**config.mk**
```make
export PLATFORM = sky130hd
export DESIGN_NAME = mips_core
export DESIGN_NICKNAME = d
export VERILOG_FILES = /design/src/hdl/mips_pkg.sv /design/src/hdl/control.sv /design/src/hdl/alu.sv /design/src/hdl/reg_file.sv /design/src/hdl/data_mem.sv /design/src/hdl/pc_unit.sv /design/src/hdl/mips_core.sv
export SDC_FILE = /design/constraint.sdc
export NUM_CORES = 2
export LEC_CHECK = 0
export CAP_MARGIN = 30
export CORE_MARGIN = 2
export CORE_UTILIZATION = 25
export DETAILED_ROUTE_END_ITERATION = 16
export DONT_BUFFER_PORTS = 1
export PLACE_DENSITY_LB_ADDON = 0.05
export SYNTH_ARGS = -nofsm -noshare
export SYNTH_HDL_FRONTEND = slang
export SYNTH_SLANG_ARGS = --single-unit
export TNS_END_PERCENT = 1
```
**constraint.sdc**
```tcl
create_clock -name i_clk -period 15.4 [get_ports i_clk]
set_clock_uncertainty 0.15 [all_clocks]
set_input_delay 0 -clock i_clk [delete_from_list [all_inputs] [get_ports i_clk]]
set_output_delay 0 -clock i_clk [all_outputs]
set_load 0.005 [all_outputs]
```
**src/hdl/mips_pkg.sv**
```systemverilog
`default_nettype none

package mips_pkg;

  localparam int XLEN    = 32;
  localparam int REG_AW  = 5;
  localparam int REG_NUM = 2 ** REG_AW;

  // instruction field widths
  localparam int OP_W   = 6;
  localparam int FN_W   = 6;
  localparam int SH_W   = 5;
  localparam int IMM_W  = 16;
  localparam int JIDX_W = 26;
  localparam int ALU_W  = 4;

  localparam int DMEM_WORDS = 64;
  localparam int DMEM_AW    = $clog2(DMEM_WORDS);

  localparam logic [XLEN-1:0] RESET_PC = '0;
  localparam logic [XLEN-1:0] PC_STEP  = 4;

  // primary opcodes
  localparam logic [OP_W-1:0] OP_RTYPE = 6'h00;
  localparam logic [OP_W-1:0] OP_J     = 6'h02;
  localparam logic [OP_W-1:0] OP_BEQ   = 6'h04;
  localparam logic [OP_W-1:0] OP_BNE   = 6'h05;
  localparam logic [OP_W-1:0] OP_ADDI  = 6'h08;
  localparam logic [OP_W-1:0] OP_ADDIU = 6'h09;
  localparam logic [OP_W-1:0] OP_ANDI  = 6'b001100;
  localparam logic [OP_W-1:0] OP_ORI   = 6'b001101;
  localparam logic [OP_W-1:0] OP_XORI  = 6'b001110;
  localparam logic [OP_W-1:0] OP_LUI   = 6'b001111;
  localparam logic [OP_W-1:0] OP_COP0  = 6'b010000;
  localparam logic [OP_W-1:0] OP_LW    = 6'h23;
  localparam logic [OP_W-1:0] OP_SW    = 6'h2b;

  // r-type function field
  localparam logic [FN_W-1:0] FN_SLL  = 6'h00;
  localparam logic [FN_W-1:0] FN_SRL  = 6'h02;
  localparam logic [FN_W-1:0] FN_ADD  = 6'h20;
  localparam logic [FN_W-1:0] FN_ADDU = 6'h21;
  localparam logic [FN_W-1:0] FN_SUB  = 6'h22;
  localparam logic [FN_W-1:0] FN_SUBU = 6'h23;
  localparam logic [FN_W-1:0] FN_AND  = 6'h24;
  localparam logic [FN_W-1:0] FN_OR   = 6'h25;
  localparam logic [FN_W-1:0] FN_XOR  = 6'h26;
  localparam logic [FN_W-1:0] FN_NOR  = 6'h27;
  localparam logic [FN_W-1:0] FN_SLT  = 6'h2a;
  localparam logic [FN_W-1:0] FN_SLTU = 6'h2b;

  // internal alu operations
  localparam logic [ALU_W-1:0] ALU_ADD  = 4'd0;
  localparam logic [ALU_W-1:0] ALU_SUB  = 4'd1;
  localparam logic [ALU_W-1:0] ALU_AND  = 4'd2;
  localparam logic [ALU_W-1:0] ALU_OR   = 4'd3;
  localparam logic [ALU_W-1:0] ALU_XOR  = 4'd4;
  localparam logic [ALU_W-1:0] ALU_NOR  = 4'd5;
  localparam logic [ALU_W-1:0] ALU_SLT  = 4'd6;
  localparam logic [ALU_W-1:0] ALU_SLTU = 4'd7;
  localparam logic [ALU_W-1:0] ALU_SLL  = 4'd8;
  localparam logic [ALU_W-1:0] ALU_SRL  = 4'd9;
  localparam logic [ALU_W-1:0] ALU_LUI  = 4'd10;

endpackage

`default_nettype wire

```
**src/hdl/control.sv**
```systemverilog
`default_nettype none
`timescale 1ns/1ns

module control
(
  input  wire  [mips_pkg::OP_W-1:0] i_instr_code,
  output logic                      o_reg_dst,
  output logic                      o_jump,
  output logic                      o_beq,
  output logic                      o_bne,
  output logic                      o_mem_to_reg,
  output logic [mips_pkg::OP_W-1:0] o_alu_op,
  output logic                      o_mem_write,
  output logic                      o_alu_src_op2,
  output logic                      o_reg_write,
  output logic                      o_ext_op,
  output logic                      o_unknown_command
);

  always_comb
  begin
    o_reg_dst         = 1'b0;
    o_jump            = 1'b0;
    o_beq             = 1'b0;
    o_bne             = 1'b0;
    o_mem_to_reg      = 1'b0;
    o_alu_op          = i_instr_code; // alu decodes the opcode itself
    o_mem_write       = 1'b0;
    o_alu_src_op2     = 1'b0;
    o_reg_write       = 1'b0;
    o_ext_op          = 1'b0;
    o_unknown_command = 1'b0;

    case (i_instr_code)
      mips_pkg::OP_RTYPE:
      begin
        o_reg_dst   = 1'b1;
        o_reg_write = 1'b1;
      end
      mips_pkg::OP_ADDI,
      mips_pkg::OP_ADDIU:
      begin
        o_reg_write   = 1'b1;
        o_alu_src_op2 = 1'b1;
        o_ext_op      = 1'b1;
      end
      mips_pkg::OP_LUI,
      mips_pkg::OP_ORI,
      mips_pkg::OP_XORI,
      mips_pkg::OP_ANDI:
      begin
        o_reg_write   = 1'b1;
        o_alu_src_op2 = 1'b1; // zero-extended immediate
      end
      mips_pkg::OP_LW:
      begin
        o_reg_write   = 1'b1;
        o_alu_src_op2 = 1'b1;
        o_mem_to_reg  = 1'b1;
        o_ext_op      = 1'b1;
      end
      mips_pkg::OP_SW:
      begin
        o_alu_src_op2 = 1'b1;
        o_mem_write   = 1'b1;
        o_ext_op      = 1'b1;
      end
      mips_pkg::OP_J:    o_jump = 1'b1;
      mips_pkg::OP_BEQ:  o_beq  = 1'b1;
      mips_pkg::OP_BNE:  o_bne  = 1'b1;
      mips_pkg::OP_COP0: o_jump = 1'b0; // legal no-op
      default:           o_unknown_command = 1'b1;
    endcase
  end

endmodule

`default_nettype wire

```
**src/hdl/alu.sv**
```systemverilog
`default_nettype none
`timescale 1ns/1ns

module alu
(
  input  wire  [mips_pkg::OP_W-1:0]  i_alu_op,
  input  wire  [mips_pkg::FN_W-1:0]  i_funct,
  input  wire  [mips_pkg::SH_W-1:0]  i_shamt,
  input  wire  [mips_pkg::XLEN-1:0]  i_a,
  input  wire  [mips_pkg::XLEN-1:0]  i_b,
  output logic [mips_pkg::XLEN-1:0]  o_result,
  output logic                       o_zero
);

  logic [mips_pkg::ALU_W-1:0] op_sel;
  logic                       op_ok;

  // opcode and funct to internal operation
  always_comb
  begin
    op_sel = mips_pkg::ALU_ADD;
    op_ok  = 1'b1;
    case (i_alu_op)
      mips_pkg::OP_RTYPE:
      begin
        case (i_funct)
          mips_pkg::FN_ADD,
          mips_pkg::FN_ADDU: op_sel = mips_pkg::ALU_ADD;
          mips_pkg::FN_SUB,
          mips_pkg::FN_SUBU: op_sel = mips_pkg::ALU_SUB;
          mips_pkg::FN_AND:  op_sel = mips_pkg::ALU_AND;
          mips_pkg::FN_OR:   op_sel = mips_pkg::ALU_OR;
          mips_pkg::FN_XOR:  op_sel = mips_pkg::ALU_XOR;
          mips_pkg::FN_NOR:  op_sel = mips_pkg::ALU_NOR;
          mips_pkg::FN_SLT:  op_sel = mips_pkg::ALU_SLT;
          mips_pkg::FN_SLTU: op_sel = mips_pkg::ALU_SLTU;
          mips_pkg::FN_SLL:  op_sel = mips_pkg::ALU_SLL;
          mips_pkg::FN_SRL:  op_sel = mips_pkg::ALU_SRL;
          default:           op_ok  = 1'b0;
        endcase
      end
      mips_pkg::OP_ADDI,
      mips_pkg::OP_ADDIU,
      mips_pkg::OP_LW,
      mips_pkg::OP_SW:    op_sel = mips_pkg::ALU_ADD; // addi without overflow trap
      mips_pkg::OP_BEQ,
      mips_pkg::OP_BNE:   op_sel = mips_pkg::ALU_SUB;
      mips_pkg::OP_ANDI:  op_sel = mips_pkg::ALU_AND;
      mips_pkg::OP_ORI:   op_sel = mips_pkg::ALU_OR;
      mips_pkg::OP_XORI:  op_sel = mips_pkg::ALU_XOR;
      mips_pkg::OP_LUI:   op_sel = mips_pkg::ALU_LUI;
      default:            op_ok  = 1'b0;
    endcase
  end

  always_comb
  begin
    case (op_sel)
      mips_pkg::ALU_ADD:  o_result = i_a + i_b;
      mips_pkg::ALU_SUB:  o_result = i_a - i_b;
      mips_pkg::ALU_AND:  o_result = i_a & i_b;
      mips_pkg::ALU_OR:   o_result = i_a | i_b;
      mips_pkg::ALU_XOR:  o_result = i_a ^ i_b;
      mips_pkg::ALU_NOR:  o_result = ~(i_a | i_b);
      mips_pkg::ALU_SLT:  o_result = {{(mips_pkg::XLEN-1){1'b0}}, $signed(i_a) < $signed(i_b)};
      mips_pkg::ALU_SLTU: o_result = {{(mips_pkg::XLEN-1){1'b0}}, i_a < i_b};
      mips_pkg::ALU_SLL:  o_result = i_b << i_shamt;
      mips_pkg::ALU_SRL:  o_result = i_b >> i_shamt;
      mips_pkg::ALU_LUI:
        o_result = {i_b[mips_pkg::IMM_W-1:0], {(mips_pkg::XLEN-mips_pkg::IMM_W){1'b0}}};
      default:            o_result = '0;
    endcase
    if (!op_ok)
      o_result = '0; // unknown funct or opcode
  end

  assign o_zero = (o_result == '0);

endmodule

`default_nettype wire

```
**src/hdl/reg_file.sv**
```systemverilog
`default_nettype none
`timescale 1ns/1ns

module reg_file
(
  input  wire                         i_clk,
  input  wire                         i_rst_n,
  input  wire  [mips_pkg::REG_AW-1:0] i_ra1,
  input  wire  [mips_pkg::REG_AW-1:0] i_ra2,
  output logic [mips_pkg::XLEN-1:0]   o_rd1,
  output logic [mips_pkg::XLEN-1:0]   o_rd2,
  input  wire                         i_we,
  input  wire  [mips_pkg::REG_AW-1:0] i_wa,
  input  wire  [mips_pkg::XLEN-1:0]   i_wd
);

  logic [mips_pkg::XLEN-1:0] regs [0:mips_pkg::REG_NUM-1];
  logic                      wr_en;

  // writes to $zero and writes during reset are dropped
  assign wr_en = i_rst_n & i_we & (i_wa != '0);

  always_ff @(posedge i_clk)
  begin
    if (wr_en)
      regs[i_wa] <= i_wd;
  end

  assign o_rd1 = (i_ra1 == '0) ? '0 : regs[i_ra1];
  assign o_rd2 = (i_ra2 == '0) ? '0 : regs[i_ra2];

endmodule

`default_nettype wire

```
**src/hdl/data_mem.sv**
```systemverilog
`default_nettype none
`timescale 1ns/1ns

module data_mem
(
  input  wire                       i_clk,
  input  wire  [mips_pkg::XLEN-1:0] i_addr,
  input  wire                       i_we,
  input  wire  [mips_pkg::XLEN-1:0] i_wd,
  output logic [mips_pkg::XLEN-1:0] o_rd
);

  logic [mips_pkg::XLEN-1:0]    mem [0:mips_pkg::DMEM_WORDS-1];
  logic [mips_pkg::DMEM_AW-1:0] idx;

  assign idx = i_addr[2 +: mips_pkg::DMEM_AW]; // word index wraps modulo depth

  always_ff @(posedge i_clk)
  begin
    if (i_we)
      mem[idx] <= i_wd;
  end

  assign o_rd = mem[idx];

endmodule

`default_nettype wire

```
**src/hdl/pc_unit.sv**
```systemverilog
`default_nettype none
`timescale 1ns/1ns

module pc_unit
(
  input  wire                         i_clk,
  input  wire                         i_rst_n,
  input  wire                         i_beq,
  input  wire                         i_bne,
  input  wire                         i_jump,
  input  wire                         i_zero,
  input  wire  [mips_pkg::XLEN-1:0]   i_imm_sext,
  input  wire  [mips_pkg::JIDX_W-1:0] i_jidx,
  output logic [mips_pkg::XLEN-1:0]   o_pc
);

  logic [mips_pkg::XLEN-1:0] pc_plus4;
  logic [mips_pkg::XLEN-1:0] br_target;
  logic [mips_pkg::XLEN-1:0] j_target;
  logic                      br_taken;

  assign pc_plus4  = o_pc + mips_pkg::PC_STEP;
  assign br_target = pc_plus4 + {i_imm_sext[mips_pkg::XLEN-3:0], 2'b00};
  assign j_target  = {pc_plus4[mips_pkg::XLEN-1 -: 4], i_jidx, 2'b00}; // region of pc+4
  assign br_taken  = (i_beq & i_zero) | (i_bne & ~i_zero);

  always_ff @(posedge i_clk)
  begin
    if (!i_rst_n)
      o_pc <= mips_pkg::RESET_PC;
    else if (i_jump)
      o_pc <= j_target;
    else if (br_taken)
      o_pc <= br_target;
    else
      o_pc <= pc_plus4;
  end

endmodule

`default_nettype wire

```
**src/hdl/mips_core.sv**
```systemverilog
`default_nettype none
`timescale 1ns/1ns

module mips_core
(
  input  wire                         i_clk,
  input  wire                         i_rst_n,
  input  wire  [mips_pkg::XLEN-1:0]   i_instr,
  output logic [mips_pkg::XLEN-1:0]   o_pc,
  output logic                        o_wb_valid,
  output logic [mips_pkg::REG_AW-1:0] o_wb_addr,
  output logic [mips_pkg::XLEN-1:0]   o_wb_data,
  output logic                        o_illegal
);

  logic [mips_pkg::OP_W-1:0]   opcode;
  logic [mips_pkg::REG_AW-1:0] rs, rt, rd, wa;
  logic [mips_pkg::SH_W-1:0]   shamt;
  logic [mips_pkg::FN_W-1:0]   funct;
  logic [mips_pkg::IMM_W-1:0]  imm;
  logic [mips_pkg::JIDX_W-1:0] jidx;

  logic                        reg_dst, jump, beq, bne, mem_to_reg;
  logic                        mem_write, alu_src_op2, reg_write, ext_op, unknown_command;
  logic [mips_pkg::OP_W-1:0]   alu_op;

  logic [mips_pkg::XLEN-1:0]   imm_sext, imm_ext;
  logic [mips_pkg::XLEN-1:0]   rd1, rd2, alu_b, alu_result, mem_rd, wb_data;
  logic                        zero;

  assign opcode = i_instr[31:26];
  assign rs     = i_instr[25:21];
  assign rt     = i_instr[20:16];
  assign rd     = i_instr[15:11];
  assign shamt  = i_instr[10:6];
  assign funct  = i_instr[5:0];
  assign imm    = i_instr[15:0];
  assign jidx   = i_instr[25:0];

  assign imm_sext = {{(mips_pkg::XLEN-mips_pkg::IMM_W){imm[mips_pkg::IMM_W-1]}}, imm};
  assign imm_ext  = ext_op ? imm_sext : {{(mips_pkg::XLEN-mips_pkg::IMM_W){1'b0}}, imm};

  assign wa      = reg_dst ? rd : rt;
  assign alu_b   = alu_src_op2 ? imm_ext : rd2;
  assign wb_data = mem_to_reg ? mem_rd : alu_result;

  control u_control (
    .i_instr_code      (opcode),
    .o_reg_dst         (reg_dst),
    .o_jump            (jump),
    .o_beq             (beq),
    .o_bne             (bne),
    .o_mem_to_reg      (mem_to_reg),
    .o_alu_op          (alu_op),
    .o_mem_write       (mem_write),
    .o_alu_src_op2     (alu_src_op2),
    .o_reg_write       (reg_write),
    .o_ext_op          (ext_op),
    .o_unknown_command (unknown_command)
  );

  reg_file u_reg_file (
    .i_clk   (i_clk),
    .i_rst_n (i_rst_n),
    .i_ra1   (rs),
    .i_ra2   (rt),
    .o_rd1   (rd1),
    .o_rd2   (rd2),
    .i_we    (reg_write),
    .i_wa    (wa),
    .i_wd    (wb_data)
  );

  alu u_alu (
    .i_alu_op (alu_op),
    .i_funct  (funct),
    .i_shamt  (shamt),
    .i_a      (rd1),
    .i_b      (alu_b),
    .o_result (alu_result),
    .o_zero   (zero)
  );

  data_mem u_data_mem (
    .i_clk  (i_clk),
    .i_addr (alu_result),
    .i_we   (mem_write & i_rst_n), // hold off stores during reset
    .i_wd   (rd2),
    .o_rd   (mem_rd)
  );

  pc_unit u_pc_unit (
    .i_clk      (i_clk),
    .i_rst_n    (i_rst_n),
    .i_beq      (beq),
    .i_bne      (bne),
    .i_jump     (jump),
    .i_zero     (zero),
    .i_imm_sext (imm_sext),
    .i_jidx     (jidx),
    .o_pc       (o_pc)
  );

  // retire trace of the instruction committed on this edge
  always_ff @(posedge i_clk)
  begin
    if (!i_rst_n)
    begin
      o_wb_valid <= 1'b0;
      o_wb_addr  <= '0;
      o_wb_data  <= '0;
      o_illegal  <= 1'b0;
    end
    else
    begin
      o_wb_valid <= reg_write;
      o_wb_addr  <= wa;
      o_wb_data  <= wb_data;
      o_illegal  <= unknown_command;
    end
  end

endmodule

`default_nettype wire

```
==> metrics <==
Clk pin slew, worst setup/hold paths 0.06 ns; Synth Area in XOR/XNOR 0.435%; largest fanout on the critical path 120; 1st-pass router iterations 6; synth warn 0; I/O pin cnt 105; CP required between 15 and 20 ns; Top FF cell, synth edfxtp_1; CP top delay family compound AO/OA/AOI/OAI gates; IO buf count 0; Final Max Tran Viols 0; PostCTS Resize Cnt 0; Synth Area per Inst about 15 um2; number of synthesized flops with an enable pin 3072; starting density of the core 25.1%; fraction of registers with async set/reset 0%; clk_lat worst skew 1.02 ns; Register Area 93600 um2; largest family of logic cells by synthesized area multiplexers; unrepaired setup endpoints after global routing no; Simple-Gate Fraction of Synth Area under 10%; Netlist cell types 118; Worst Path Arrival roughly 12 ns; CP Launch Type input port; via/cell ratio ~5.4; layout cells sized above 1 19.3%; Core ar. 561000 um2; power share of the clock group between 30% and 40%; Die Span Y 755 um; synth top area cells edfxtp_1 (66%), mux4_2 (7.1%), mux2i_1 (4.9%), a22oi_1 (2.5%), nand2_1 (1.8%); sw frac 29.0%; Final ANT Viol Nets 0; max incr delay on CP ~1.1 ns; Compound-Gate Fraction of Synth Area 11.3%; Post-Layout Cell Count approximately 17000; register share of total power 44.3%; Total Routing Usage GR about a quarter; row count 275; global-route wire length before repair 924 mm; total power 21700 uW; cells after synthesis 9181; Slowest-stage cell, CP dlygate4sd3_1; synth-to-layout area growth 18.5%; Max-Cap Viols 0; final RePlAce weighted congestion 0.872; multiplexer share of the synthesized area 12.3%; Leakage 0.0532 uW; largest net degree at the start of global routing around 400; CTS Hold Buffers Added a little under 100; Max clock buf depth 4; First DRT Iteration DRCs 11633; P_sw 6300 uW; vias in the first global route 91839; setup tns final 0 ns; Remaining DRCs 0; # fillers 55771; TritonCTS clock tree done; TritonCTS Buffers ~380; peak supply drop 0.000102 V; highest clock rate 0.0859 GHz; detailed placement HPWL 436 mm; Post-CTS Repair Setup Buffers 0; pwr dens 130 nW/um2; Seq cells post-synth between 3000 and 4000; sequential share of the synthesized area 66.5%; outcome completed; CP bufs+invs 8; grt total ovfl 0; mapped cell area 141000 um2; clk sinks 3141; cell internal pwr roughly 15000 uW; area leader, netlist edfxtp_1; Yosys top cell area share around 66%; period utilisation layout 75.6%; CP Capture Type register; clock root cell clkbuf_16; H-tree levels 5; Finish-stage setup viols 0; fin crit period 11.64 ns; type of the worst setup path input port to register; Die X-Extent 755 um; Die Area 569000 um2; initial antenna violation count slightly below 80; Comb pwr share about 16%; adder-cell share of the synthesized area around 1.2%; post-DR wirelength/cell 40.5 um; hold crit path type input port to register; Via Count between 90000 and 100k; # nets final 9772; # placed instances 16589; Least-Margin Pin Slew 1.42 ns; Final Hold Viols 0; footprint of the multi-input gates 45500 um2; headroom to the max-slew limit 5.34%; final WL 706 mm
[sequential cells by signal, summed over array words and instances (netlist names)]
name,cells
u_data_mem.mem,2048
u_pc_unit.o_pc,30
o_wb_data,32
o_wb_valid,1
o_illegal,1
u_reg_file.regs,1024
o_wb_addr,5
[logic make-up after synthesis]
group	after synthesis
adder cells (fa/ha/maj)	132
XOR/XNOR	70
other	1
AO/OA/AOI/OAI	2206
multiplexers	1168
buffers and inverters	764
flip-flops	3141
AND/OR/NAND/NOR	1699
[worst paths after layout]
kind                               startpoint                               end  slack [ns]  cells after the start
max                               i_instr[16]     u_pc_unit.o_pc[14]$_SDFF_PN0_        3.76                     31
min                               i_instr[16]  u_data_mem.mem[18][25]$_DFFE_PP_        0.07                      5
max reg2reg  u_reg_file.regs[7][10]$_DFFE_PP_     u_pc_unit.o_pc[14]$_SDFF_PN0_        4.19                     26
min reg2reg     u_pc_unit.o_pc[26]$_SDFF_PN0_     u_pc_unit.o_pc[26]$_SDFF_PN0_        0.65                      3
[metal layers]
layer / routed length, um / track usage [%] / vias up
li1: - / - / 38281
met1: 331000 / 35.5 / 51940
met2: 312000 / 36.8 / 3822
met3: 43700 / 3.63 / 750
met4: 19000 / 5.70 / 8
met5: 44 / 0 / -
[worst register-to-register path: stages, from the launching register on]
cell and delay, ns:
edfxtp_1 0.38, mux4_2 0.48, a22o_1 0.25, a221oi_1 0.38, and3_1 0.72, o21a_1 0.20, buf_4 0.32, ha_1 0.53
nor2b_1 0.11, or2_2 0.34, a311oi_1 0.43, a21oi_1 0.16, o21ai_0 0.25, a22o_1 0.18, a211oi_1 0.10, o41ai_1 1.09
nand4b_1 0.53, nor4b_1 0.40, nand4_1 0.55, nand4bb_1 0.52, o211ai_4 0.35, dlygate4sd3_1 1.10, buf_16 0.24, a21oi_1 0.08
dlygate4sd3_1 0.59, a211oi_2 0.15, dlygate4sd3_1 0.57
[placed cells by master (no fill, tap or decap), types with 137 or more instances in the layout]
| cell | count |
|---|---|
| o22ai_1 | 137 |
| clkbuf_16 | 388 |
| buf_4 | 477 |
| o21ai_0 | 169 |
| mux4_2 | 445 |
| a21oi_1 | 380 |
| nand2_1 | 686 |
| nand3_1 | 146 |
| edfxtp_1 | 3072 |
| nor2_1 | 280 |
| mux2i_1 | 684 |
| a22oi_1 | 460 |
[final cells by class]
type                       instances  area share (%)
antenna                           35          0.0525
inverter                         119           0.268
sequential                      3141            56.1
timing repair buffer             653            3.68
tap                             7479            5.61
clock buffer                     495            6.10
multi-input combinational       5309            27.3
clock inverter                   195           0.929
[synthesized netlist by cell type (36+ instances only)]
cell type,count
nand2b_1,54
edfxtp_1,3072
nand3_1,147
o211ai_1,47
o21ai_0,182
nor2_1,376
dfxtp_1,69
and2_1,45
a31oi_1,130
mux4_2,445
mux2i_1,684
o221ai_1,39
a211oi_1,81
a221oi_1,99
nand4_1,36
o22a_1,74
and3_1,57
a22o_1,63
xnor2_1,51
nor4_1,42
a21o_1,54
inv_1,111
a21oi_1,391
nor3_1,109
clkbuf_1,297
nand2_1,693
a221o_1,46
buf_2,158
a22oi_1,462
ha_1,129
buf_4,57
a222oi_1,46
o22ai_1,137
buf_6,51
buf_1,75
a2111oi_0,37
[through the flow]
step / setup WS, ns / hold WS [ns] / utilization, % / area (um2)
final: 3.76 / 0.0691 / 29.8 / 167000
after global routing: 3.45 / 0.0378 / 29.7 / 167000
after CTS: 4.11 / 0.00359 / 29.7 / 166000
after detailed placement: 4.92 / 0.00575 / 27.4 / 154000
after global placement: 3.27 / 0.000976 / 27.2 / 153000
after floorplan: 4.60 / -0.0140 / - / 141000
[power by group through the flow]
stage                     combinational [uW]  clock (uW)  sequential [uW]
after floorplan                         1670           0             9810
after global placement                  3310           0             9810
after detailed placement                3340           0             9810
after CTS                               3410        8870             9640
after global routing                    3570        9150             9630
final                                   3450        8650             9630
(Power assumes the default switching activity.)
